--- config.mk ---
export PLATFORM = sky130hd
export DESIGN_NAME = frame_ram
export DESIGN_NICKNAME = d
export VERILOG_FILES = /design/src/design/frame_ram.sv
export SDC_FILE = /design/constraint.sdc
export NUM_CORES = 2
export LEC_CHECK = 0
export ABC_CLOCK_PERIOD_IN_PS = 2400
export BUFFER_PORTS_ARGS = -buffer_cell sky130_fd_sc_hd__buf_2
export CELL_PAD_IN_SITES_DETAIL_PLACEMENT = 1
export CELL_PAD_IN_SITES_GLOBAL_PLACEMENT = 1
export CORE_MARGIN = 2
export CORE_UTILIZATION = 53
export CTS_BUF_LIST = sky130_fd_sc_hd__clkbuf_4 sky130_fd_sc_hd__clkbuf_8
export DETAILED_ROUTE_END_ITERATION = 10
export MAX_ROUTING_LAYER = met4
export PLACE_DENSITY_LB_ADDON = 0.1
export SLEW_MARGIN = 25
export SYNTH_ARGS = -nofsm -noshare
export SYNTH_HDL_FRONTEND = slang
export SYNTH_SLANG_ARGS = --single-unit
--- constraint.sdc ---
create_clock -name clk_mii -period 2.4 [get_ports clk_mii]
set_input_delay 0.48 -clock clk_mii [delete_from_list [all_inputs] [get_ports clk_mii]]
set_output_delay 0.48 -clock clk_mii [all_outputs]
set_load 0.01 [all_outputs]
--- src/design/frame_ram.sv ---
// Frame buffer RAM with one write port and one registered read port
`timescale 1ns/1ps

module frame_ram
#(
   parameter int DEPTH = 256,
   localparam int AW = $clog2(DEPTH)
)
(
   input  logic          clk_mii,
   input  logic          i_we,
   input  logic [AW-1:0] i_waddr,
   input  logic [7:0]    i_wdata,
   input  logic [AW-1:0] i_raddr,
   output logic [7:0]    o_rdata
);

   logic [7:0] mem [DEPTH];

   always_ff @(posedge clk_mii)
   begin
      if (i_we)
         mem[i_waddr] <= i_wdata;
      o_rdata <= mem[i_raddr];   // One cycle read latency
   end

endmodule

==> results by group <==
Timing
  – Max-slew headroom: 37.2%
  – Clock skew: 0.0557 ns
  – Final setup vio count: 1
  – Crit path time final: 2.40 ns
  – Max Slew Vio Count: 0
  – Actual slew at the worst max-slew pin: 0.939 ns
  – Fmax achieved: 416 MHz
  – Final cycle utilization of the critical path: 100%
  – Worst Slack Setup Final: -0.00151 ns
  – Hold_ws: 0.129 ns
  – TNS Setup: -0.00151 ns
  – Final Hold Fails: 0

Hold path
  – HP Class: in -> reg

Critical path
  – CP delay by family, top: compound AO/OA/AOI/OAI gates
  – Crit-path cells: mux4_2 -> a22o_1 -> a221oi_2 -> buf_4 -> o221ai_1 -> a211oi_2 -> buf_4 -> nor4_1
  – R2r worst-path depth: 8
  – CP Capture Point: o_rdata[3]
  – Reg2reg start: mem[26][3]
  – Req. time, crit path: 3.26 ns
  – CP most frequent cell: buf_4
  – CP bufs+invs: 2
  – Worst R2R Setup Slack: -0.002 ns
  – FF-to-FF End: o_rdata[3]
  – Crit path arrival time: 3.26 ns
  – Slowest stage cell, crit path: mux4_2
  – Critical Path End Type: register
  – Worst path max stage delay: 0.48 ns
  – Worst Setup Path Type: reg -> reg
  – Worst Setup SP: mem[26][3]
  – Crit-path max FO: 1
  – Worst setup SP type: register
  – Stages on the worst setup path: 8

Final layout
  – Most frequent cells in the layout: edfxtp_1, buf_4, mux4_2
  – Share of cells above drive strength 1: 35.4%
  – Net count, final: 4591
  – Most common cell after layout, fill and taps aside: edfxtp_1
  – Area Growth Syn to Fin: 17.9%
  – Finished Cell Area: 93800 µm²

Global routing
  – Met3 Track Usage GR: 5.32%
  – Busiest grt layer: met2
  – First-pass GRT wire length: 319000 µm
  – Pin count of the biggest net entering global routing: 96
  – Total congestion overflow: 0
  – M2 GR Usage: 47.0%
  – Grt met1 use: 40.7%
  – All-Layer GR Usage: 30.2%
  – Initial antenna violation count: 13
  – Number of global-route vias before repair: 44900

Synth
  – Leading area contributor after synthesis: edfxtp_1
  – Ys Warns: 0
  – Synth Flop Type: edfxtp_1
  – Sequential share of the synthesized area: 77.5%
  – Cell Area, Synth: 79600 µm²
  – Yosys top cell area share: 77.3%
  – Number of synthesized flops with an enable pin: 2048
  – Synth Net Count: 3759
  – #FFs+latches synth: 2056
  – Post-synth ARST share: 0%
  – Post-synthesis area per instance: 21.3 µm²
  – Leading cell types by total area after synthesis: edfxtp_1, mux4_2, mux2i_1
  – Synth cell types: 55
  – Synthesized instance count: 3733

Routing
  – Via Count: 42200
  – DRT iter0 DRCs: 4356
  – Vias per inst: 6.19
  – Post-route ant nets: 0
  – Avg WL per Cell: 32.2 µm
  – Routed wire length: 220000 µm
  – Drt drc: 0
  – DRT Pass-1 Iters: 5

Floorplan
  – Die Wd: 391 µm
  – Die area: 153000 µm²
  – Ports: 34
  – Initial core utilization: 53.2%
  – Row cnt: 142
  – Die Y: 391 µm
  – Total core area: 149000 µm²

Power and ir drop
  – Leak pwr: 30.7 nW
  – Pwr/cell area: 776 nW/µm²
  – Worst vdd ir: 641 µV

Clock tree
  – Clock Latency Late Sink: 1.03 ns
  – Setup bufs post-CTS: 0
  – # H-tree levels: 5
  – CTS buffer count: 342
  – CTS tree: built
  – Clk pin slew, worst setup/hold paths: 0.06 ns
  – Max clock buf depth: 4
  – Clock sink count: 2056
  – Root buffer cell: clkbuf_8

Place
  – DP Wirelength: 144000 µm
  – Dpl ws: -1.16 ns
  – RD Place Congestion: 0.879
  – I/O Buffers: 33
  – Dpl cell area: 87400 µm²

Job
  – Max-Cap Viols: 0

Run status
  – Status: finished with violations
  – Violated checks: negative setup slack
## kinds of logic after synthesis
family          after synthesis  share of synthesized area, %
flops                      2056                          77.5
buf+inv                     235                          1.83
compound gates              385                          3.42
simple gates                466                          2.63
mux                         591                          14.6
## timing repair
action	4_1_cts	5_1_grt
endpoints found under the setup margin	7	4
gates cloned	0	0
resized for setup	13	7
pin swaps	1	1
hold endpoints to repair	176	0
hold buffers	7	0
## flip-flops by register name (all words and copies together), names as in the netlist
name     count
mem       2048
o_rdata      8
## routing by layer
metal	routed length, µm	part of all wire (%)
met5	0	0
met4	7220	3.3
met3	16300	7.4
met2	109000	49
met1	87900	40
## cell usage after synthesis (22+ instances only)
master,number
nor2_1,282
mux2i_1,134
a22oi_1,133
o22ai_1,28
nand3_1,34
buf_1,22
buf_4,27
clkbuf_1,111
mux4_2,454
nand2_1,33
edfxtp_1,2048
a21oi_1,96
nor4_1,24
nor3_1,22
o221ai_1,46
nor2b_1,31
buf_2,31
## power breakdown
group	switching, mW	internal [mW]
clock network	13.5	15.3
logic	2.57	1.73
registers	0.0681	39.6
total	16.2	56.6
## layout make-up
class	count	area, µm²
fillers	12500	55600
clock buffers	444	5500
repair buffers	721	6730
clock inverters	135	682
inverters	2	7.51
diodes	10	25.0
well taps	2016	2520
flip-flops and latches	2056	61700
multi-input cells	1442	16600
## worst min-delay path by stage
stage | startpoint | endpoint | slack [ns] | cells after the start
CTS | i_wdata[6] | mem[223][6] | 0.09 | 1
global route | i_wdata[6] | mem[223][6] | 0.14 | 1
finish | i_wdata[6] | mem[221][6] | 0.13 | 1
floorplan | i_wdata[0] | mem[0][0] | 0.58 | 0
global placement | i_wdata[0] | mem[87][0] | 0.79 | 1
detailed placement | i_wdata[0] | mem[85][0] | 0.79 | 1
## per-stage QoR
step           cells  power [mW]  utilization [%]
6_report        6826        72.8             62.8
5_1_grt         6824        74.8             62.8
4_1_cts         6816        73.2             62.7
3_5_place_dp    6230        44.7             58.5
3_3_place_gp    6229        44.5             58.4
2_1_floorplan   3733        42.3                -
(Power assumes the default switching activity.)
