<file path="src/design/framer_pkg.sv">
// MII framer shared definitions: register map, address windows and the state and opcode types
package framer_pkg;

   localparam logic [47:0] DEFAULT_MAC = 48'h230100890702;

   localparam int ADDR_W = 12;
   localparam int DATA_W = 32;

   // Register word indices, valid when address bits 11:4 are clear
   localparam logic [3:0] REG_MAC_LO      = 4'd0;
   localparam logic [3:0] REG_MAC_HI      = 4'd1;   // MAC 47:32, promisc 16, loopback 17, irq_en 18
   localparam logic [3:0] REG_TX_LEN      = 4'd2;   // Write starts transmission
   localparam logic [3:0] REG_STATUS      = 4'd3;   // irq 12, avail 8, nextbuf 7:4, firstbuf 3:0
   localparam logic [3:0] REG_FIRSTBUF    = 4'd4;
   localparam logic [3:0] REG_RX_LEN_BASE = 4'd8;

   // Window tags on the upper address bits
   localparam logic [3:0] TX_WIN_TAG = 4'h4;        // Bits 11:8, 0x400 to 0x4FF
   localparam logic [1:0] RX_WIN_TAG = 2'b10;       // Bits 11:10, 0x800 to 0xBFF

   typedef enum logic [2:0] {
      OP_NONE,
      OP_MAC_LO,
      OP_MAC_HI,
      OP_TX_START,
      OP_FIRSTBUF,
      OP_TX_BUF
   } reg_op_e;

   typedef enum logic [1:0] {
      TX_IDLE,
      TX_PREAMBLE,
      TX_DATA,
      TX_DONE
   } tx_state_e;

   typedef enum logic [2:0] {
      RX_IDLE,
      RX_PREAMBLE,
      RX_HDR,
      RX_DATA,
      RX_DROP
   } rx_state_e;

endpackage
</file>
<file path="src/design/framer_reg_decode.sv">
// Bus write decode for the MII framer: control registers, transmit buffer writes, receive ring
`timescale 1ns/1ps

module framer_reg_decode
   import framer_pkg::*;
#(
   parameter int BUF_BYTES = 256,
   parameter int RX_BUFS = 4,
   localparam int AW = $clog2(BUF_BYTES),
   localparam int LEN_W = AW + 1,
   localparam int PW = $clog2(RX_BUFS)
)
(
   input  logic              clk_mii,
   input  logic              rstn,
   input  logic              i_sel,
   input  logic              i_we,
   input  logic [ADDR_W-1:0] i_addr,
   input  logic [DATA_W-1:0] i_wdata,
   input  logic              i_frame_done,
   output logic [47:0]       o_mac_addr,
   output logic              o_promisc,
   output logic              o_loopback,
   output logic              o_irq_en,
   output logic              o_tx_start,
   output logic [LEN_W-1:0]  o_tx_len,
   output logic              o_txram_we,
   output logic [AW-1:0]     o_txram_addr,
   output logic [7:0]        o_txram_data,
   output logic [PW-1:0]     o_firstbuf,
   output logic [PW-1:0]     o_nextbuf,
   output logic              o_ring_free,
   output logic              o_avail,
   output logic              o_irq
);

   reg_op_e       op;
   logic [PW-1:0] next_slot;

   always_comb
   begin
      op = OP_NONE;
      if (i_sel && i_we)
      begin
         if (i_addr[ADDR_W-1:8] == TX_WIN_TAG)
            op = OP_TX_BUF;
         else if (i_addr[ADDR_W-1:4] == '0)
         begin
            case (i_addr[3:0])
               REG_MAC_LO:   op = OP_MAC_LO;
               REG_MAC_HI:   op = OP_MAC_HI;
               REG_TX_LEN:   op = OP_TX_START;
               REG_FIRSTBUF: op = OP_FIRSTBUF;
               default:      op = OP_NONE;   // Status and lengths are read-only
            endcase
         end
      end
   end

   always_ff @(posedge clk_mii)
   begin
      if (!rstn)
      begin
         o_mac_addr <= DEFAULT_MAC;
         o_promisc  <= 1'b0;
         o_loopback <= 1'b0;
         o_irq_en   <= 1'b0;
         o_tx_start <= 1'b0;
         o_tx_len   <= '0;
         o_firstbuf <= '0;
         o_nextbuf  <= '0;
         o_irq      <= 1'b0;
      end
      else
      begin
         o_tx_start <= 1'b0;
         o_irq      <= o_avail & o_irq_en;
         if (i_frame_done)
            o_nextbuf <= next_slot;   // Publish the slot just filled
         case (op)
            OP_MAC_LO:
               o_mac_addr[31:0] <= i_wdata[31:0];
            OP_MAC_HI:
            begin
               o_mac_addr[47:32] <= i_wdata[15:0];
               o_promisc         <= i_wdata[16];
               o_loopback        <= i_wdata[17];
               o_irq_en          <= i_wdata[18];
            end
            OP_TX_START:
            begin
               o_tx_len   <= i_wdata[LEN_W-1:0];
               o_tx_start <= 1'b1;
            end
            OP_FIRSTBUF:
               o_firstbuf <= i_wdata[PW-1:0];   // Host has consumed buffers up to here
            default:
               ;
         endcase
      end
   end

   assign next_slot   = o_nextbuf + 1'b1;
   assign o_avail     = o_nextbuf != o_firstbuf;
   assign o_ring_free = next_slot != o_firstbuf;   // One slot stays empty

   assign o_txram_we   = op == OP_TX_BUF;
   assign o_txram_addr = i_addr[AW-1:0];
   assign o_txram_data = i_wdata[7:0];

endmodule

</file>
<file path="config.mk">
export PLATFORM = sky130hd
export DESIGN_NAME = framer_reg_decode
export DESIGN_NICKNAME = d
export VERILOG_FILES = /design/src/design/framer_pkg.sv /design/src/design/framer_reg_decode.sv
export SDC_FILE = /design/constraint.sdc
export NUM_CORES = 1
export LEC_CHECK = 0
export BUFFER_PORTS_ARGS = -buffer_cell sky130_fd_sc_hd__buf_2
export CORE_MARGIN = 2
export CORE_UTILIZATION = 25
export DETAILED_ROUTE_END_ITERATION = 10
export PLACE_DENSITY = 0.5
export RECOVER_POWER = 25
export SLEW_MARGIN = 20
export SYNTH_ARGS = -nofsm -noshare
export SYNTH_HDL_FRONTEND = slang
export SYNTH_SLANG_ARGS = --single-unit
</file>
<file path="constraint.sdc">
create_clock -name clk_mii -period 3 [get_ports clk_mii]
set_input_delay 0.6 -clock clk_mii [delete_from_list [all_inputs] [get_ports clk_mii]]
set_output_delay 0.6 -clock clk_mii [all_outputs]
set_load 0.02 [all_outputs]
</file>
==> metrics.cfg <==
[final_layout]
antennaDiodeCount=0
syn2layout_area_growth_pct=28.89
num-fill-cells=1173
fin_nets=452
regArea_um2=1321
drive_above_1_share_pct=29.98
final_core_util_pct=32.95
multi_input_area_um2=1179

[route]
firstDrtPassIters=4
ant_nets=0
drc=0
drt-total-wl_um=6576
viasPerCell=4.102
wl_per_cell_um=12.02
drtIter0Drc=67
num_vias=2244

[sta]
rsz0062_at_grt=false
fin_crit_ns=2.032
slew_headroom_pct=0.3388
fmax_mhz=492.0
fin_skew_ns=0.001735
post-route-period-util_pct=67.75
report.final.slew_viol_count=0
hold_viol=0
tightest_slew_ns=1.495
setup_viol=0
setup_tns_ns=0

[worst_setup_path]
cp_cell_sequence=buf_2 -> clkbuf_2 -> nand2_1 -> mux2i_1
r2r_start=o_nextbuf[1]
critPathSlowestCell=clkbuf_2
crit_start=rstn
r2r_end=o_irq
rrSetupSlack_ns=1.84
slowest_delay_ns=1.08
required_ns=3.25
crit_arrival_ns=2.29
cp-start-kind=input pin
critical_path.endpoint=o_tx_len[7]
rr_worst_depth=3
cp_max_fo=80
critPathKind=input pin to register
endpoint_kind=register

[logic_synthesis]
ys_top_cells_by_area=dfxtp_1 48%, mux2i_1 23%, nand2_1 11%
synth-seq-area-share_pct=47.67
synth.most_common_cell=nand2_1
post_synth_instance_area_um2=2771
async_flop_share_pct=0
ys.flop_type=dfxtp_1
synth_top_area_share_pct=47.67
synth_edf_count=0
synth_warnings=0
ys_ff_latch=66
synth_common_cells=81 x nand2_1, 66 x dfxtp_1, 63 x mux2i_1, 24 x nor2_1, 16 x buf_4
synthCells=288
synth_nets=337
syn_area_per_cell_um2=9.623
yosysUniqueCellTypes=23
synth_top_area_cell=dfxtp_1

[cts]
post-cts-setup-buffers=0
htree_levels=3
max-clock-path-buffers=2
path_clk_slew_ns=0.07
cts_tree=yes
cts-buffers-inserted=9
ctsResizeCount=0
hold_buffers=0
insertion_delay_ns=0.33
clockRootBuffer=clkbuf_8
clock_sinks=66

[floorplan]
coreArea_um2=10840
ios=134
start_util_pct=25.57
core.rowCount=38
die_area_um2=11940
die_h_um=109.3
dieWidth_um=109.3

[worst_hold_path]
whs_path_depth=2
hold_path_class=register to register

[global_routing]
grt.overflow.total=0
grt_pass1_vias=2142
grt_max_degree=81
antenna_found_initial=0
grtUsageTotal_pct=11.20
grt_pass1_wl_um=10400

[outcome]
status=finished with violations
violations=capacitance limit

[placed_design]
port_buffers=133
globalplace.congestion=0.7291
hpwl_um=4832

[pwr]
p_seq_share_pct=48.4
leakage_nw=1.684
pwr_density_cell_nw_per_um2=510.3
internal_power_mw=1.421
ir_worst_vdd_mv=0.1901
power_frac_comb_pct=7.1
clockPowerShare_pct=44.6
p_sw_mw=0.4023
sw_frac_of_total_pct=22.07

[job]
maxCapViolations=1

cells in the final DEF, fill, tap and decap left out, types with 2 or more instances in the layout:
cell	instances
xor2_1	2
dfxtp_1	66
nand4_1	3
nand2_1	81
clkbuf_8	14
buf_4	3
buf_2	99
nor2b_1	3
clkbuf_1	34
nor2_1	24
nor4b_1	2
mux2i_1	63
kinds of logic (layout without fill, tap and decap cells):
kind of cell	count (synthesis)	after routing	synth area share [%]
xor gates and xnor gates	3	3	0.9483
muxes	63	63	22.75
and+or+nand+nor	121	121	18.78
buffers and inverters	35	154	9.842
DFF	66	66	47.68
sequential cells by signal (all words and copies together) (netlist names), 2 cells and up:
register    cells
o_firstbuf      2
o_tx_len        9
o_mac_addr     48
o_nextbuf       2
critical path, delay by kind of cell:
family | cells | cell delay, ns
muxes | 1 | 0.21
buffers and inverters | 2 | 1.16
and+or+nand+nor | 1 | 0.28
power by group through the flow:
stage	logic [mW]	clock network, mW	registers [mW]
floorplan	0.0815	0	0.904
global placement	0.129	0	0.901
detailed placement	0.132	0	0.901
CTS	0.133	0.846	0.881
global route	0.145	0.879	0.881
finish	0.129	0.813	0.881
area by class of cell:
type / instances / share of cell area, %
sequential: 66 / 36.99
multi-input combinational: 187 / 32.99
timing repair buffer: 138 / 18.77
clock buffer: 14 / 5.394
tap: 140 / 4.904
clock inverter: 1 / 0.8406
inverter: 1 / 0.1051
worst min path at each step:
stage / from / to
floorplan: o_mac_addr[0] / o_mac_addr[0]
finish: o_mac_addr[27] / o_mac_addr[27]
global placement: o_mac_addr[18] / o_mac_addr[18]
CTS: o_mac_addr[20] / o_mac_addr[20]
global route: o_mac_addr[37] / o_mac_addr[37]
detailed placement: o_mac_addr[29] / o_mac_addr[29]
metrics by stage:
step	setup WS [ns]	power (mW)	std cells	hold slack (ns)	area, um2
final	0.9676	1.823	547	0.4562	3572
after global routing	0.6939	1.905	547	0.4741	3572
after CTS	0.9525	1.860	547	0.4611	3617
after detailed placement	0.7720	1.033	532	0.4459	3395
after global placement	0.8255	1.031	532	0.4397	3395
after floorplan	1.268	0.9859	288	0.5332	2771
metal layers:
layer | part of all wire [%] | vias up | track usage (%)
met2 | 45 | 72 | 17.21
met3 | 7.4 | 11 | 4.209
li1 | - | 1155 | -
met4 | 1.5 | 0 | 4.611
met5 | 0 | - | 0
met1 | 46 | 1006 | 14.13
(Power assumes the default switching activity.)
