`config.mk`:
```
export PLATFORM = sky130hd
export DESIGN_NAME = mii_tx_path
export DESIGN_NICKNAME = d
export VERILOG_FILES = /design/src/design/framer_pkg.sv /design/src/design/mii_tx_path.sv
export SDC_FILE = /design/constraint.sdc
export NUM_CORES = 1
export LEC_CHECK = 0
export BUFFER_PORTS_ARGS = -buffer_cell sky130_fd_sc_hd__buf_2
export CAP_MARGIN = 20
export CORE_MARGIN = 8
export CORE_UTILIZATION = 55
export DETAILED_ROUTE_END_ITERATION = 10
export PLACE_DENSITY = 0.8
export SLEW_MARGIN = 20
export SYNTH_ARGS = -nofsm -noshare
export SYNTH_HDL_FRONTEND = slang
export SYNTH_SLANG_ARGS = --single-unit
export TNS_END_PERCENT = 20
```
`constraint.sdc`:
```
create_clock -name clk_mii -period 2.5 [get_ports clk_mii]
set_input_delay 0 -clock clk_mii [delete_from_list [all_inputs] [get_ports clk_mii]]
set_output_delay 0 -clock clk_mii [all_outputs]
set_load 0.005 [all_outputs]
```
`src/design/framer_pkg.sv`:
```
// MII framer shared definitions: register map, address windows and the state and opcode types
package framer_pkg;

   localparam logic [47:0] DEFAULT_MAC = 48'h230100890702;

   localparam int ADDR_W = 12;
   localparam int DATA_W = 32;

   // Register word indices, valid when address bits 11:4 are clear
   localparam logic [3:0] REG_MAC_LO      = 4'd0;
   localparam logic [3:0] REG_MAC_HI      = 4'd1;   // MAC 47:32, promisc 16, loopback 17, irq_en 18
   localparam logic [3:0] REG_TX_LEN      = 4'd2;   // Write starts transmission
   localparam logic [3:0] REG_STATUS      = 4'd3;   // irq 12, avail 8, nextbuf 7:4, firstbuf 3:0
   localparam logic [3:0] REG_FIRSTBUF    = 4'd4;
   localparam logic [3:0] REG_RX_LEN_BASE = 4'd8;

   // Window tags on the upper address bits
   localparam logic [3:0] TX_WIN_TAG = 4'h4;        // Bits 11:8, 0x400 to 0x4FF
   localparam logic [1:0] RX_WIN_TAG = 2'b10;       // Bits 11:10, 0x800 to 0xBFF

   typedef enum logic [2:0] {
      OP_NONE,
      OP_MAC_LO,
      OP_MAC_HI,
      OP_TX_START,
      OP_FIRSTBUF,
      OP_TX_BUF
   } reg_op_e;

   typedef enum logic [1:0] {
      TX_IDLE,
      TX_PREAMBLE,
      TX_DATA,
      TX_DONE
   } tx_state_e;

   typedef enum logic [2:0] {
      RX_IDLE,
      RX_PREAMBLE,
      RX_HDR,
      RX_DATA,
      RX_DROP
   } rx_state_e;

endpackage
```
`src/design/mii_tx_path.sv`:
```
// MII transmitter: preamble, SFD and buffered payload sent low nibble first
`timescale 1ns/1ps

module mii_tx_path
   import framer_pkg::*;
#(
   parameter int BUF_BYTES = 256,
   localparam int AW = $clog2(BUF_BYTES),
   localparam int LEN_W = AW + 1
)
(
   input  logic             clk_mii,
   input  logic             rstn,
   input  logic             i_tx_start,
   input  logic [LEN_W-1:0] i_tx_len,
   input  logic [7:0]       i_ram_data,
   output logic [AW-1:0]    o_ram_addr,
   output logic [3:0]       o_txd,
   output logic             o_tx_en,
   output logic             o_tx_busy
);

   tx_state_e        state;
   logic [LEN_W:0]   cnt;        // Nibble counter
   logic [LEN_W-1:0] len;
   logic [LEN_W:0]   last_nib;

   assign last_nib = {len, 1'b0} - 1'b1;

   always_ff @(posedge clk_mii)
   begin
      if (!rstn)
      begin
         state      <= TX_IDLE;
         cnt        <= '0;
         o_ram_addr <= '0;
         o_txd      <= 4'h0;
         o_tx_en    <= 1'b0;
         o_tx_busy  <= 1'b0;
      end
      else
      begin
         case (state)
            TX_IDLE:
            begin
               o_tx_busy <= 1'b0;
               if (i_tx_start && !o_tx_busy)
               begin
                  state      <= TX_PREAMBLE;
                  o_tx_busy  <= 1'b1;
                  cnt        <= '0;
                  o_ram_addr <= '0;   // First byte is fetched during the preamble
               end
            end
            TX_PREAMBLE:
            begin
               o_tx_en <= 1'b1;
               o_txd   <= (cnt[3:0] == 4'hF) ? 4'hD : 4'h5;   // Last nibble of 0xD5
               cnt     <= cnt + 1'b1;
               if (cnt[3:0] == 4'hF)
               begin
                  cnt   <= '0;
                  state <= (len == '0) ? TX_DONE : TX_DATA;
               end
            end
            TX_DATA:
            begin
               o_txd <= cnt[0] ? i_ram_data[7:4] : i_ram_data[3:0];
               cnt   <= cnt + 1'b1;
               if (!cnt[0])
                  o_ram_addr <= o_ram_addr + 1'b1;   // Next byte lands before its low nibble
               if (cnt == last_nib)
                  state <= TX_DONE;
            end
            TX_DONE:
            begin
               o_tx_en <= 1'b0;
               state   <= TX_IDLE;
            end
            default:
               state <= TX_IDLE;
         endcase
      end
   end

   always_ff @(posedge clk_mii)
   begin
      if (state == TX_IDLE && i_tx_start && !o_tx_busy)
         len <= i_tx_len;
   end

endmodule

```
==> results of run 1 <==
==> how the worst max path moves through the flow <==
stage,from,endpoint
after floorplan,len[0],state[1]
after detailed placement,len[0],state[1]
after global routing,len[0],state[1]
after CTS,len[0],state[1]
after global placement,len[0],state[1]
final,len[0],state[1]
==> cells in the final DEF (no fill, tap or decap), types with 9 or more instances in the layout <==
master         Yosys  routed
buf_2              0      33
dfxtp_1           26      26
nor2_1            23      23
nand2_1           14      14
xor2_1            14      14
dlygate4sd3_1      0      14
nand3_1            9       9
o21ai_0            9       9
ha_1               9       9
edfxtp_1           9       9
==> flip-flops by register name (all words and copies together) (netlist names) <==
name	cells
cnt	10
len	9
o_ram_addr	8
o_txd	4
state	2
o_tx_busy	1
o_tx_en	1
==> metal layers <==
metal / track usage / share of wire
met1: 0.1816 / 0.44
met2: 0.2495 / 0.48
met3: 0.04261 / 0.055
met4: 0.08043 / 0.028
met5: 0 / 0
==> kinds of logic (layout without fill, tap and decap cells) <==
logic type,after synthesis,in the layout
buffers and inverters,12,65
and+or+nand+nor,80,80
AOI/OAI and AO/OA,35,35
adders and majority gates,9,9
xor gates and xnor gates,22,22
muxes,8,8
DFF,35,35
==> power by group through the flow <==
stage / clock [mW] / sequential [mW] / combinational [mW]
global route: 0.322 / 0.803 / 0.951
detailed placement: 0 / 0.801 / 0.821
global placement: 0 / 0.797 / 0.808
CTS: 0.295 / 0.788 / 0.856
floorplan: 0 / 0.764 / 0.662
finish: 0.292 / 0.785 / 0.856
==> area by class of cell <==
cell class / count / area, um^2
Multi-Input combinational cell: 154 / 1064
Fill cell: 277 / 1026
Sequential cell: 35 / 790.8
Timing Repair Buffer: 49 / 320.3
Tap cell: 46 / 57.56
Clock buffer: 6 / 41.29
Inverter: 8 / 30.03
Clock inverter: 2 / 7.507
==> repair_timing <==
item,in CTS,in global routing
hold buffers,14,0
setup buffers,0,0
hold endpoints to repair,13,0
==> worst reg2reg max path: stages (launching register included) <==
cell,delay (ns)
edfxtp_1,0.46
inv_1,0.09
ha_1,0.25
nor4b_2,0.35
nand3b_1,0.22
xnor2_2,0.20
nor4_4,0.28
a31o_2,0.23
mux2i_1,0.18
==> impl_metrics.csv, run 1 <==
group,metric,value,unit
min_path,hold_path_class,"in -> reg",
placement,place_inst,278,
synthesis,yosysUniqueCellTypes,50,
synthesis,syn_inst,201,
synthesis,synth_nets,230,
critical_path,cpMaxStageDelayCell,"edfxtp_1",
global_routing,grtUsageTotal,0.1545,
route,firstDrtPassIters,4,
pwr,total_power,1.932,mW
synthesis,synthTopCellsByArea,"dfxtp_1 27%, edfxtp_1 14%, xor2_1 6.4%",
global_routing,grt_pass1_vias,1577,
synthesis,synth_seq_cells,35,
global_routing,grt_max_degree,14,
synthesis,yosys-top-cells-count,"26 x dfxtp_1, 23 x nor2_1, 14 x nand2_1, 14 x xor2_1",
timing,finalSetupTns,0,ns
pwr,clkPwrFrac,0.151,
clock_tree,cts_tree,"built",
synthesis,synth_top_family_by_area,"simple AND/OR/NAND/NOR gates",
clock_tree,cts_root_buffer,"clkbuf_4",
synthesis,synth-main-ff-cell,"dfxtp_1",
critical_path,r2r_end,"state[1]",
timing,fmax,430.9,MHz
timing,max_slew_margin,0.6844,
critical_path,crit_chain,"inv_1 > ha_1 > nor4b_2 > nand3b_1 > xnor2_2 > nor4_4 > a31o_2 > mux2i_1",
pwr,p_sw_frac,0.3886,
critical_path,reg2reg_from,"len[0]",
placement,pre_cts_slack,0.2363,ns
timing,maxSlewViolCount,0,
min_path,min_to,"o_tx_busy",
route,antenna_left,0,
clock_tree,post_cts_resize_count,0,
floorplan,die_h,75.02,um
pwr,peakVddDrop,0.5059,mV
critical_path,required,2.77,ns
critical_path,r2r_cells,8,
critical_path,cp_num_buf_inv,1,
synthesis,yosysMostFrequentCell,"dfxtp_1",
timing,timing.final.crit_period,2.321,ns
timing,worstMarginPinSlew,0.4735,ns
synthesis,synthAdderAreaFrac,0.05879,
critical_path,r2r_slack,0.18,ns
min_path,whs_path_depth,4,
pwr,p_comb_frac,0.443,
synthesis,synth-edff-count,9,
final_layout,layout-drive-gt1-share,0.2047,
pwr,power.density,836.2,mW/mm^2
pwr,power_leakage,0.9671,nW
critical_path,critical-path-top-delay-family,"simple AND/OR/NAND/NOR gates",
route,wirelength,4036,um
clock_tree,clock-sinks,35,
floorplan,die_area,0.005627,mm^2
floorplan,core,0.003337,mm^2
synthesis,yosysTopAreaCell,"dfxtp_1",
timing,setup_ws,0.1794,ns
synthesis,yosys_warnings,0,
synthesis,yosys.area_share.simple,0.2266,
floorplan,start_util,0.5741,
clock_tree,insertion_delay,0.34,ns
final_layout,nets,282,
route,vias_per_cell,5.360,
synthesis,synth_top_area_frac,0.2717,
critical_path,worstSetupStartpointType,"register",
job,cap_violations,0,
synthesis,yosysSeqAreaShare,0.4128,
route,drc,0,
pwr,internal_power,1.182,mW
critical_path,crit_cells,8,
pwr,netSwitchingPower,0.7509,mW
synthesis,synth_compound_gate_area_share,0.1228,
floorplan,die_x,75.02,um
final_layout,design_area,0.002311,mm^2
timing,finalCritPeriodShare,0.9282,
critical_path,crit_type,"reg -> reg",
timing,fin_skew,0.01152,ns
final_layout,final_cell_count_no_fill,300,
timing,rsz0062_at_grt,"no",
critical_path,crit_arrival,2.59,ns
global_routing,antenna_found_initial,0,
critical_path,max_stage_delay,0.46,ns
global_routing,grt_pass1_wl,6782,um
status,status,"complete, no violations",
final_layout,post-route-util,0.6925,
placement,dp_hpwl,2974,um
clock_tree,cts-htree-levels,2,
min_path,hp-start,"i_tx_start",
clock_tree,cts.path.max_buffers,2,
floorplan,rows,21,
placement,gp_congestion,0.7557,
floorplan,ios,34,
critical_path,critPathCaptureType,"register",
clock_tree,cts_made_buffers,5,
final_layout,diodes,0,
clock_tree,clk_pin_slew,0.11,ns
pwr,power_frac_seq,0.406,
timing,hold_viol,0,
route,vias,1608,
synthesis,async_flop_share,0,
route,drt_iter0_markers,104,
timing,hold_slack,0.05157,ns
route,wl_per_cell,13.45,um
synthesis,synth_area,0.001916,mm^2
placement,place_area,0.002122,mm^2
timing,setup_viol,0,
critical_path,crit_fanout,5,
placement,portBuffers,33,
synthesis,synth_xor_area_frac,0.1045,
synthesis,synth_mux_area_frac,0.04246,
synthesis,syn_area_per_cell,9.530,um^2
global_routing,overflow,0,
final_layout,areaGrowthSynthToFinish,20.64,%
(Power assumes the default switching activity.)
==> run 2: changes to the inputs <==
--- a/config.mk
+++ b/config.mk
@@ -8,9 +8,9 @@
 export BUFFER_PORTS_ARGS = -buffer_cell sky130_fd_sc_hd__buf_2
 export CAP_MARGIN = 20
 export CORE_MARGIN = 8
-export CORE_UTILIZATION = 55
+export CORE_UTILIZATION = 59
 export DETAILED_ROUTE_END_ITERATION = 10
-export PLACE_DENSITY = 0.8
+export PLACE_DENSITY = 0.85
 export SLEW_MARGIN = 20
 export SYNTH_ARGS = -nofsm -noshare
 export SYNTH_HDL_FRONTEND = slang
==> constraint.sdc (replaced) <==
create_clock -name clk_mii -period 2.7 [get_ports clk_mii]
set_input_delay 0 -clock clk_mii [delete_from_list [all_inputs] [get_ports clk_mii]]
set_output_delay 0 -clock clk_mii [all_outputs]
set_load 0.005 [all_outputs]
==> impl_metrics.csv, run 2 (same netlist as run 1, synthesis figures left out) <==
group,metric,value,unit
global_routing,antenna_found_initial,0,
pwr,power.density,787.2,mW/mm^2
route,wirelength,4426,um
route,met2WireLength,2149,um
critical_path,critPathCaptureType,"register",
job,cap_violations,0,
route,top_layer,"met4",
critical_path,worstSetupStartpointType,"register",
critical_path,endpoint,"state[1]",
route,firstDrtPassIters,4,
clock_tree,post_cts_resize_count,0,
timing,finalSetupTns,0,ns
global_routing,overflow,0,
floorplan,die_area,0.005326,mm^2
clock_tree,insertion_delay,0.34,ns
clock_tree,cts_tree,"built",
timing,hold_viol,0,
critical_path,crit_fanout,5,
pwr,total_power,1.825,mW
critical_path,required,2.96,ns
final_layout,largest_register,"cnt",
placement,portBuffers,33,
timing,setup_viol,0,
timing,maxSlewViolCount,0,
critical_path,crit_type,"reg -> reg",
timing,rsz0062_at_grt,"no",
status,status,"complete, no violations",
route,drc,0,
route,vias_per_cell,5.538,
clock_tree,cts.path.max_buffers,2,
global_routing,grtUsageTotal,0.1750,
floorplan,rows,20,
timing,max_slew_margin,0.6935,
final_layout,nets,283,
final_layout,fillers,243,
timing,fmax,431.2,MHz
floorplan,start_util,0.6224,
critical_path,cpMaxStageDelayCell,"edfxtp_1",
final_layout,areaGrowthSynthToFinish,21.03,%
critical_path,crit_start,"len[0]",
final_layout,layout-drive-gt1-share,0.2118,
placement,gp_congestion,0.8652,
floorplan,ios,34,
critical_path,r2r_end,"state[1]",
min_path,hold_path_class,"in -> reg",
pwr,power_leakage,0.9763,nW
global_routing,grt_max_degree,13,
global_routing,grt_pass1_wl,7355,um
route,wl_met1,1915,um
timing,finalCritPeriodShare,0.8588,
clock_tree,cts_made_buffers,5,
final_layout,diodes,0,
critical_path,crit_arrival,2.58,ns
placement,dp_hpwl,3238,um
global_routing,grt_pass1_vias,1609,
floorplan,die_x,72.98,um
timing,timing.final.crit_period,2.319,ns
floorplan,core,0.003078,mm^2
final_layout,biggestRegsByFlops,"cnt (10), len (9), o_ram_addr (8)",
final_layout,regArea,790.8,um^2
critical_path,crit_chain,"inv_1 > ha_1 > nor4b_2 > nand3b_1 > xnor2_2 > nor4_4 > a31o_2 > mux2i_1",
final_layout,mostFrequentLayoutCell,"buf_2",
floorplan,die_h,72.98,um
route,vias,1656,
route,dr_wl_met3,278,um
route,antenna_left,0,
route,wl_per_cell,14.80,um
route,drt_iter0_markers,72,
critical_path,max_stage_delay,0.45,ns
final_layout,largest_reg_flops,10,
clock_tree,clk_pin_slew,0.11,ns
critical_path,r2r_cells,8,
pwr,peakVddDrop,0.4633,mV
clock_tree,cts_root_buffer,"clkbuf_4",
clock_tree,clock-sinks,35,
timing,fin_skew,0.009503,ns
timing,worstMarginPinSlew,0.4597,ns
clock_tree,cts-htree-levels,2,
critical_path,r2r_slack,0.38,ns
critical_path,reg2reg_from,"len[0]",
final_layout,most-common-layout-cells,"33 x buf_2, 26 x dfxtp_1, 23 x nor2_1",
final_layout,multi_input_area,0.001064,mm^2
-- run 2: final cells by class --
type / count / area share
flip-flops and latches: 35 / 0.3411
repair buffers: 50 / 0.1414
inverters: 8 / 0.01295
well taps: 44 / 0.02375
multi-input cells: 154 / 0.4587
clock buffers: 5 / 0.01619
clock inverters: 3 / 0.005936
-- run 2: how the worst min path moves through the flow --
stage	slack, ns	depth (start not counted)	start	to
after floorplan	0.1	0	i_tx_len[0]	len[0]
after global placement	0.18	1	i_tx_len[2]	len[2]
after detailed placement	0.18	1	i_tx_len[1]	len[1]
after CTS	0.05	4	i_tx_start	o_tx_busy
after global routing	0.07	4	i_tx_start	o_tx_busy
final	0.06	4	i_tx_start	o_tx_busy
-- run 2: worst max-delay path, delay by kind of cell (launching register included) --
family	cells	cell delay (ns)
AOI/OAI and AO/OA	1	0.23
DFF	1	0.45
adders and majority gates	1	0.26
muxes	1	0.19
buffers and inverters	1	0.09
and+or+nand+nor	3	0.83
xor gates and xnor gates	1	0.20
-- run 2: power breakdown --
part	switching [mW]	internal [mW]	leakage [nW]
registers	0.0722	0.636	0.296
logic	0.472	0.368	0.650
clock network	0.181	0.0964	0.0306
total	0.725	1.10	0.976
-- run 2: through the flow --
stage	instance area, um^2	hold WS (ns)	setup WS [ns]	util	instances
floorplan	1916	0.09887	0.6535	-	201
global placement	2127	0.1773	0.5663	0.6911	277
global route	2318	0.06523	0.1788	0.7533	299
CTS	2318	0.04741	0.3727	0.7533	299
finish	2318	0.05900	0.3811	0.7533	299
detailed placement	2127	0.1792	0.3956	0.6911	277
-- run 2: metal layers --
metal	vias up	track usage
li1	823	-
met1	775	0.2108
met2	48	0.2830
met3	10	0.05357
met4	0	0.06667
met5	-	0
-- run 2: what timing repair did --
action | 4_1_cts | 5_1_grt
setup buffers | 0 | 0
setup endpoints to repair | 0 | 0
hold endpoints to repair | 13 | 0
hold buffers | 14 | 0
