[config.mk]
export PLATFORM = sky130hd
export DESIGN_NAME = mii_rx_path
export DESIGN_NICKNAME = d
export VERILOG_FILES = /design/src/design/framer_pkg.sv /design/src/design/mii_rx_path.sv
export SDC_FILE = /design/constraint.sdc
export NUM_CORES = 1
export LEC_CHECK = 0
export CORE_MARGIN = 1
export CORE_UTILIZATION = 34
export CTS_BUF_LIST = sky130_fd_sc_hd__clkbuf_8
export DETAILED_ROUTE_END_ITERATION = 6
export DONT_BUFFER_PORTS = 1
export PLACE_DENSITY_LB_ADDON = 0.3
export RECOVER_POWER = 50
export SYNTH_ARGS = -nofsm -noshare
export SYNTH_HDL_FRONTEND = slang
export SYNTH_SLANG_ARGS = --single-unit
[constraint.sdc]
create_clock -name clk_mii -period 11.6 [get_ports clk_mii]
set_clock_uncertainty 0.05 [all_clocks]
set_input_delay 2.32 -clock clk_mii [delete_from_list [all_inputs] [get_ports clk_mii]]
set_output_delay 2.32 -clock clk_mii [all_outputs]
set_load 0.02 [all_outputs]
[src/design/framer_pkg.sv]
// MII framer shared definitions: register map, address windows and the state and opcode types
package framer_pkg;

   localparam logic [47:0] DEFAULT_MAC = 48'h230100890702;

   localparam int ADDR_W = 12;
   localparam int DATA_W = 32;

   // Register word indices, valid when address bits 11:4 are clear
   localparam logic [3:0] REG_MAC_LO      = 4'd0;
   localparam logic [3:0] REG_MAC_HI      = 4'd1;   // MAC 47:32, promisc 16, loopback 17, irq_en 18
   localparam logic [3:0] REG_TX_LEN      = 4'd2;   // Write starts transmission
   localparam logic [3:0] REG_STATUS      = 4'd3;   // irq 12, avail 8, nextbuf 7:4, firstbuf 3:0
   localparam logic [3:0] REG_FIRSTBUF    = 4'd4;
   localparam logic [3:0] REG_RX_LEN_BASE = 4'd8;

   // Window tags on the upper address bits
   localparam logic [3:0] TX_WIN_TAG = 4'h4;        // Bits 11:8, 0x400 to 0x4FF
   localparam logic [1:0] RX_WIN_TAG = 2'b10;       // Bits 11:10, 0x800 to 0xBFF

   typedef enum logic [2:0] {
      OP_NONE,
      OP_MAC_LO,
      OP_MAC_HI,
      OP_TX_START,
      OP_FIRSTBUF,
      OP_TX_BUF
   } reg_op_e;

   typedef enum logic [1:0] {
      TX_IDLE,
      TX_PREAMBLE,
      TX_DATA,
      TX_DONE
   } tx_state_e;

   typedef enum logic [2:0] {
      RX_IDLE,
      RX_PREAMBLE,
      RX_HDR,
      RX_DATA,
      RX_DROP
   } rx_state_e;

endpackage
[src/design/mii_rx_path.sv]
// MII receiver: SFD search, byte assembly, destination filter and receive ring writes
`timescale 1ns/1ps

module mii_rx_path
   import framer_pkg::*;
#(
   parameter int BUF_BYTES = 256,
   parameter int RX_BUFS = 4,
   localparam int AW = $clog2(BUF_BYTES),
   localparam int LEN_W = AW + 1,
   localparam int PW = $clog2(RX_BUFS)
)
(
   input  logic             clk_mii,
   input  logic             rstn,
   input  logic [3:0]       i_rxd,
   input  logic             i_rx_dv,
   input  logic [47:0]      i_mac_addr,
   input  logic             i_promisc,
   input  logic             i_ring_free,
   input  logic [PW-1:0]    i_nextbuf,
   output logic             o_ram_we,
   output logic [PW+AW-1:0] o_ram_addr,
   output logic [7:0]       o_ram_data,
   output logic             o_frame_done,
   output logic             o_len_we,
   output logic [LEN_W-1:0] o_len_data
);

   rx_state_e        state;
   logic             ph;         // High on the high nibble of a byte
   logic [3:0]       lo;
   logic [LEN_W-1:0] cnt;        // Bytes received so far
   logic [47:0]      dest;
   logic [47:0]      dest_next;
   logic             accept;

   assign dest_next = {dest[39:0], i_rxd, lo};
   assign accept    = i_ring_free &&
                      (i_promisc || dest_next == i_mac_addr || (&dest_next) ||
                       dest_next[47:24] == 24'h01005E);
   assign o_len_data = cnt;

   always_ff @(posedge clk_mii)
   begin
      if (!rstn)
      begin
         state        <= RX_IDLE;
         ph           <= 1'b0;
         cnt          <= '0;
         o_ram_we     <= 1'b0;
         o_len_we     <= 1'b0;
         o_frame_done <= 1'b0;
      end
      else
      begin
         o_ram_we     <= 1'b0;
         o_len_we     <= 1'b0;
         o_frame_done <= o_len_we;   // Ring advances after the length is stored
         case (state)
            RX_IDLE:
               if (i_rx_dv)
                  state <= RX_PREAMBLE;
            RX_PREAMBLE:
            begin
               ph  <= 1'b0;
               cnt <= '0;
               if (!i_rx_dv)
                  state <= RX_IDLE;
               else if (i_rxd == 4'hD)
                  state <= RX_HDR;
            end
            RX_HDR, RX_DATA:
            begin
               if (!i_rx_dv)
               begin
                  o_len_we <= state == RX_DATA;   // Runts are dropped silently
                  state    <= RX_IDLE;
               end
               else
               begin
                  ph <= ~ph;
                  if (ph)
                  begin
                     o_ram_we <= 1'b1;
                     cnt      <= cnt + 1'b1;
                     if (state == RX_HDR && cnt == LEN_W'(5))
                        state <= accept ? RX_DATA : RX_DROP;
                  end
               end
            end
            RX_DROP:
               if (!i_rx_dv)
                  state <= RX_IDLE;
            default:
               state <= RX_IDLE;
         endcase
      end
   end

   // Byte path, written into the free slot at nextbuf whether or not it is kept
   always_ff @(posedge clk_mii)
   begin
      if (!ph)
         lo <= i_rxd;
      else
      begin
         o_ram_data <= {i_rxd, lo};
         o_ram_addr <= {i_nextbuf, cnt[AW-1:0]};
         if (state == RX_HDR)
            dest <= dest_next;
      end
   end

endmodule

==> impl_metrics.tcl, run 1 <==
set metrics [dict create \
    drv_slew 0 \
    syn_inst 242 \
    start_util 0.356 \
    vias 2009 \
    synth_area_sq_um 3320 \
    area_growth_pct 11.1 \
    grt_pass1_wl_um 11800 \
    insertion_delay_ps 340 \
    setup_viol 0 \
    fp.dieH_um 101 \
    fill_cells 883 \
    wl_per_cell_um 20.0 \
    critPathArrivalTime_ps 3650 \
    p_per_area_nw_per_um2 146 \
    cts_buffers 9 \
    overflow 0 \
    num_io_pins 89 \
    yosys_warnings 0 \
    cts_root_buffer "clkbuf_8" \
    ys_ff_latch 78 \
    dieArea_sq_um 10200 \
    drive_above_1_share 0.0739 \
    grt_util_all_layers 0.163 \
    outcome "finished, final reports clean" \
    syn-num-nets 303 \
    relSlewSlack 0.341 \
    hold_depth 0 \
    insertedDiodeCount 0 \
    syn_avg_cell_area_sq_um 13.7 \
    nets 313 \
    start_kind "primary input" \
    ys_seq_area_frac 0.658 \
    cts.sinks 78 \
    vias_per_cell 5.20 \
    multiInputGateArea_sq_um 1110 \
    hp-class "flop to flop" \
    worst_pin_slew_ps 987 \
    required_ps 11830 \
    grt_antenna_before_repair 0 \
    gp_congestion 0.791 \
    rsz0062_at_grt "false" \
    synth.distinct_cells 36 \
    wl_um 7740 \
    final-hold-violation-count 0 \
    grt_max_degree 41 \
    drtPass1Iterations 4 \
    worst_ir_drop_vdd_mv 0.0758 \
    drv_cap 0 \
    max_freq_mhz 293 \
    finalCritPeriodShare 0.295 \
    port_buffers 0 \
    grt_pass1_vias 2122 \
    drtIter0Drc 99 \
    final_util 0.395 \
    rows 35 \
    synthTopCellsByArea "edfxtp_1 56%, xnor2_1 13%, dfxtp_1 9.7%" \
    end_kind "flop" \
    drc_errors 0 \
    post_cts_resized 0 \
    core_area_sq_um 9330 \
    hold_ws_ps 455 \
    die_x_um 101 \
    tns_ps 0 \
    yosys.area.top_type "edfxtp_1" \
    cts_tree "done" \
    ctsLongestPathBuffers 2 \
    critical_path_class "primary input to flop" \
    h-tree-depth 3 \
    post-cts-setup-buffers 0 \
    yosysTopAreaCellShare 0.561 \
    clkTransAtPathRegs_ps 80 \
    synth_top_flop_cell "edfxtp_1" \
    critPathMaxFanout 7 \
    ant_nets 0 \
    reg2reg_depth 6 \
    cts_hold_buf 0 \
    synth_edf_count 62 \
    p_leak_nw 1.09 \
    seq_area_sq_um 2180 \
    ys_async_sr_fraction 0 \
    layout_min_cycle_time_ps 3420 \
    dp_hpwl_um 5710 \
]
## power by group
part           internal, W  switching [W]
Sequential        0.000302     0.00000516
Clock             0.000118      0.0000938
Combinational    0.0000102     0.00000835
## per-stage QoR
stage               cells  power [W]  cell area [sq um]  setup slack (ps)
floorplan             242   0.000327               3320              6050
global placement      370   0.000332               3480              7860
detailed placement    370   0.000332               3480              7860
CTS                   386   0.000545               3690              8210
global route          386   0.000562               3690              8080
finish                386   0.000537               3690              8180
## synth_stat cells (3+ instances only)
library cell,count
a21oi_1,3
and2_1,5
and3_1,3
dfxtp_1,16
edfxtp_1,62
inv_1,4
nand2_1,10
nand3_1,5
nand4_1,26
nor2_1,12
nor4_1,10
o21ai_0,4
xnor2_1,48
xor2_1,5
## logic make-up after synthesis
group	count (synthesis)	synth area share
adders and majority gates	2	0.00754
muxes	2	0.00603
xor gates and xnor gates	53	0.140
and+or+nand+nor	80	0.136
buffers and inverters	6	0.00829
DFF	78	0.658
AOI/OAI and AO/OA	21	0.0445
## state kept, by name, summed over array words and instances, names as in the netlist
register	count
dest	40
o_ram_addr	10
o_len_data	9
o_ram_data	8
lo	4
state	3
o_frame_done	1
o_len_we	1
o_ram_we	1
ph	1
## worst paths after layout
path / from / to / slack, ps
worst max register to register: ph / state[1] / 8920
worst max-delay path: i_rxd[1] / state[1] / 8180
worst min register to register: dest[11] / dest[19] / 450
worst min-delay path: dest[11] / dest[19] / 450
## metal layers
layer / vias up / track usage / wire, um
met4: 0 / 0.0658 / 144
met3: 11 / 0.0624 / 630
met2: 88 / 0.261 / 3720
met5: - / 0 / 0
li1: 937 / - / -
met1: 973 / 0.196 / 3250
## cell usage in the layout (no fill, tap or decap), types with 3 or more instances in the layout
cell type	n
o21ai_0	4
nand4_1	26
dfxtp_1	16
nor2_1	12
nor4_1	9
edfxtp_1	62
xnor2_1	48
xor2_1	5
clkbuf_8	9
a21oi_1	3
inv_1	7
and2_1	5
and3_1	3
nand2_1	10
nand3_1	5
## layout make-up
| class | instances | share of cell area |
|---|---|---|
| Clock inverter | 7 | 0.0224 |
| Timing Repair Buffer | 1 | 0.00204 |
| Clock buffer | 9 | 0.0336 |
| Sequential cell | 78 | 0.592 |
| Multi-Input combinational cell | 158 | 0.302 |
| Tap cell | 129 | 0.0438 |
| Inverter | 4 | 0.00407 |
## worst max-delay path: stages
cell	delay, ps
nand4_1	110
or4_1	500
nor4_2	150
a31oi_1	190
a21oi_2	190
o221a_2	200
Power figures use the tool's default switching activity.
==> inputs of run 2 (changes only) <==
- clock period: 11.6 -> 2.8 ns (I/O delays scaled with it)
==> impl_metrics.tcl, run 2 (synthesis results as in run 1) <==
set metrics [dict create \
    outcome "finished, final reports clean" \
    postPlaceCellArea_sq_um 3510 \
    end_kind "flop" \
    reg2reg_depth 5 \
    rsz0062_at_grt "false" \
    clkTransAtPathRegs_ps 70 \
    insertedDiodeCount 0 \
    fin_area_sq_um 3660 \
    area_growth_pct 10.2 \
    drive_above_1_share 0.0772 \
    drc_errors 0 \
    drv_slew 0 \
    layout_min_cycle_time_ps 2010 \
    hold_ws_ps 242 \
    core_area_sq_um 9330 \
    grt_pass1_vias 2034 \
    r2r-end "o_len_data[7]" \
    max_freq_mhz 498 \
    largest_register "dest" \
    ctsLongestPathBuffers 2 \
    tns_ps 0 \
    worstHoldStart "i_rx_dv" \
    critical_path_class "flop to flop" \
    dieArea_sq_um 10200 \
    wl_um 7640 \
    final-hold-violation-count 0 \
    required_ps 3020 \
    rrSetupSlack_ps 790 \
    dp_hpwl_um 5800 \
    worst_pin_slew_ps 851 \
    critPathArrivalTime_ps 2220 \
    largest_register_ff_count 40 \
    vias_per_cell 5.24 \
    layout_common_cells "62 x edfxtp_1, 48 x xnor2_1, 26 x nand4_1" \
    hold_depth 1 \
    fp.dieH_um 101 \
    dp.cells 372 \
    grt_max_degree 23 \
    hp-class "primary input to flop" \
    holdPathEnd "o_len_we" \
    vias 2032 \
    grt_pass1_wl_um 11400 \
    die_x_um 101 \
    drtPass1Iterations 4 \
    cts.sinks 78 \
    relSlewSlack 0.432 \
    start_kind "flop" \
    post_layout_nonfiller_instances 388 \
    overflow 0 \
    cts_root_buffer "clkbuf_8" \
    regToRegStartpoint "state[0]" \
    h-tree-depth 3 \
    cts_hold_buf 0 \
    post-cts-setup-buffers 0 \
    grt_antenna_before_repair 0 \
    num_io_pins 89 \
    drtIter0Drc 63 \
    gp_congestion 0.819 \
    final_common_cell "edfxtp_1" \
    finalCritPeriodShare 0.717 \
    setup_viol 0 \
    ant_nets 0 \
    worst_ir_drop_vdd_mv 0.226 \
    insertion_delay_ps 330 \
    rows 35 \
    p_leak_nw 1.06 \
    start_util 0.356 \
    critPathMaxFanout 10 \
    cts_tree "done" \
    wl_per_cell_um 19.7 \
    port_buffers 0 \
    cts_buffers 9 \
    p_per_area_nw_per_um2 558 \
    post_cts_resized 0 \
    grt_util_all_layers 0.155 \
    nets 315 \
    drv_cap 0 \
]
==> run 2: area by class of cell <==
cell class              count  area [sq um]
flip-flops and latches     78          2180
well taps                 129           161
fillers                   897          5670
multi-input cells         158          1120
repair buffers              3          18.8
clock inverters             7          32.5
inverters                   4          15.0
clock buffers               9           124
==> run 2: worst max path at each step <==
| stage | end | startpoint | cells after the start | slack [ps] |
|---|---|---|---|---|
| 6_report | o_len_data[7] | state[0] | 5 | 790 |
| 5_1_grt | o_len_data[7] | state[0] | 5 | 630 |
| 4_1_cts | o_len_data[7] | state[0] | 5 | 800 |
| 3_5_place_dp | state[0] | i_rxd[1] | 6 | 790 |
| 3_3_place_gp | state[0] | i_rxd[1] | 6 | 830 |
| 2_1_floorplan | dest[0] | ph | 2 | 170 |
==> run 2: where the power goes <==
part	leakage [nW]	internal, W	switching, W
combinational	0.286	0.0000424	0.0000374
clock	0.0827	0.000306	0.000386
sequential	0.696	0.00125	0.0000200
total	1.06	0.00160	0.000443
==> run 2: through the flow <==
step / util / setup slack, ps / total power [W]
6_report: 0.392 / 793 / 0.00204
5_1_grt: 0.392 / 633 / 0.00212
4_1_cts: 0.393 / 801 / 0.00207
3_5_place_dp: 0.376 / 791 / 0.00138
3_3_place_gp: 0.376 / 833 / 0.00138
2_1_floorplan: - / 166 / 0.00136
==> run 2: per-layer routing <==
metal | track usage | part of all wire
met1 | 0.193 | 0.44
met2 | 0.254 | 0.48
met3 | 0.0492 | 0.073
met4 | 0.0569 | 0.0089
met5 | 0 | 0
==> run 2: critical path, stage by stage (launching register included) <==
cell and delay [ps]:
dfxtp_1 600, nand2b_1 130, a21oi_1 320, nand4_1 280, or3_1 410, a21oi_1 140
==> inputs of run 3 (changes only) <==
- clock period: 2.8 -> 1.6 ns (I/O delays scaled with it)
==> impl_metrics.tcl, run 3 (synthesis results as in run 1) <==
set metrics [dict create \
    largest_register_ff_count 40 \
    violations "negative setup slack" \
    grt_pass1_wl_um 12700 \
    grt_util_all_layers 0.174 \
    p_leak_nw 1.39 \
    cp_slowest_cell "or4_1" \
    setup_viol 7 \
    drtPass1Iterations 4 \
    clkTransAtPathRegs_ps 80 \
    dp.cells 428 \
    start_util 0.356 \
    finalCritPeriodShare 1.25 \
    grt_pass1_vias 2411 \
    critical_path_class "flop to flop" \
    worst_pin_slew_ps 542 \
    worstPathCellList "nand4_1, or4_1, nor4_2, a31oi_2, a21oi_2, o221a_2" \
    critPathArrivalTime_ps 2230 \
    dp_hpwl_um 6430 \
    h-tree-depth 3 \
    drtIter0Drc 119 \
    wl_um 8550 \
    hold_ws_ps 20.1 \
    nets 385 \
    largest_register "dest" \
    drc_errors 0 \
    area_growth_pct 28.4 \
    ant_nets 0 \
    critPathMaxFanout 3 \
    required_ps 1840 \
    final-hold-violation-count 0 \
    hp-class "primary input to flop" \
    overflow 0 \
    end_kind "flop" \
    cts.sinks 78 \
    ctsLongestPathBuffers 2 \
    post_layout_nonfiller_instances 457 \
    die_x_um 101 \
    worst_ir_drop_vdd_mv 0.467 \
    outcome "finished, violations left" \
    layout_common_cells "62 x edfxtp_1, 47 x xnor2_1, 47 x buf_4" \
    gp_congestion 0.810 \
    final_common_cell "edfxtp_1" \
    start_kind "flop" \
    rrSetupSlack_ps -390 \
    drv_slew 0 \
    num_io_pins 89 \
    grt_antenna_before_repair 0 \
    vias_per_cell 5.00 \
    place_ws_ps -373 \
    insertion_delay_ps 350 \
    relSlewSlack 0.636 \
    vias 2284 \
    grt_max_degree 41 \
    fp.dieH_um 101 \
    cpPeakStageDelay_ps 490 \
    layout_min_cycle_time_ps 1990 \
    insertedDiodeCount 0 \
    core_area_sq_um 9330 \
    cts_root_buffer "clkbuf_8" \
    rsz0062_at_grt "true" \
    setup_slack_ps -394 \
    drive_above_1_share 0.244 \
    wl_per_cell_um 18.7 \
    dieArea_sq_um 10200 \
    cts_tree "done" \
    drv_cap 0 \
    max_freq_mhz 502 \
    p_per_area_nw_per_um2 933 \
    port_buffers 0 \
    rows 35 \
    cts_buffers 9 \
]
run 3: changes by cell type in the layout (fill, tap and decap cells not counted), sizes merged:
cell and change:
buf +46, bufinv +2, clkbuf +18, clkinv -3, dlygate4sd3 +6
run 3: area by class of cell:
class	instances	area [sq um]
clock inverter	6	78.8
clock buffer	9	124
inverter	4	15.0
timing repair buffer	73	523
multi-input combinational	158	1170
fill	895	5070
tap	129	161
sequential	78	2190
run 3: path summary, 6_finish.rpt:
path,startpoint,endpoint,cells after the start
worst min-delay path,i_rxd[3],dest[7],0
worst max register to register,lo[2],state[0],6
worst max-delay path,lo[2],state[0],6
worst min register to register,dest[17],dest[25],0
run 3: through the flow:
| step | area [sq um] | util | power, W | TNS, ps |
|---|---|---|---|---|
| 6_report | 4260 | 0.457 | 0.00397 | -1180 |
| 5_1_grt | 4260 | 0.457 | 0.00411 | -2130 |
| 4_1_cts | 4180 | 0.448 | 0.00399 | -1070 |
| 3_5_place_dp | 3950 | 0.423 | 0.00243 | -1020 |
| 3_3_place_gp | 3950 | 0.423 | 0.00243 | -1090 |
| 2_1_floorplan | 3340 | - | 0.00237 | -36120 |
run 3: metal layers:
layer  vias up  track usage  share of wire
met2        89        0.307           0.51
met4         0       0.0435          0.012
met1      1099        0.203           0.41
li1       1087            -              -
met5         -            0              0
met3         9       0.0569          0.071
run 3: report_power, final:
group / switching (W) / internal, W
clock network: 0.000694 / 0.000854
logic: 0.0000890 / 0.000125
registers: 0.0000264 / 0.00219
total: 0.000809 / 0.00316
run 3: timing repair:
| item | in CTS | in global routing |
|---|---|---|
| cloned | 0 | 0 |
| hold buffers | 2 | 4 |
| pin swaps | 2 | 9 |
| endpoints found under the setup margin | 4 | 7 |
| setup buffers | 1 | 7 |
| gates resized for setup | 1 | 7 |
| hold endpoints to repair | 2 | 6 |
run 3: worst max-delay path: cells and delay by family, from the launching register on:
| kind | cells | cell delay [ps] |
|---|---|---|
| DFF | 1 | 450 |
| AOI/OAI and AO/OA | 3 | 620 |
| and+or+nand+nor | 3 | 820 |
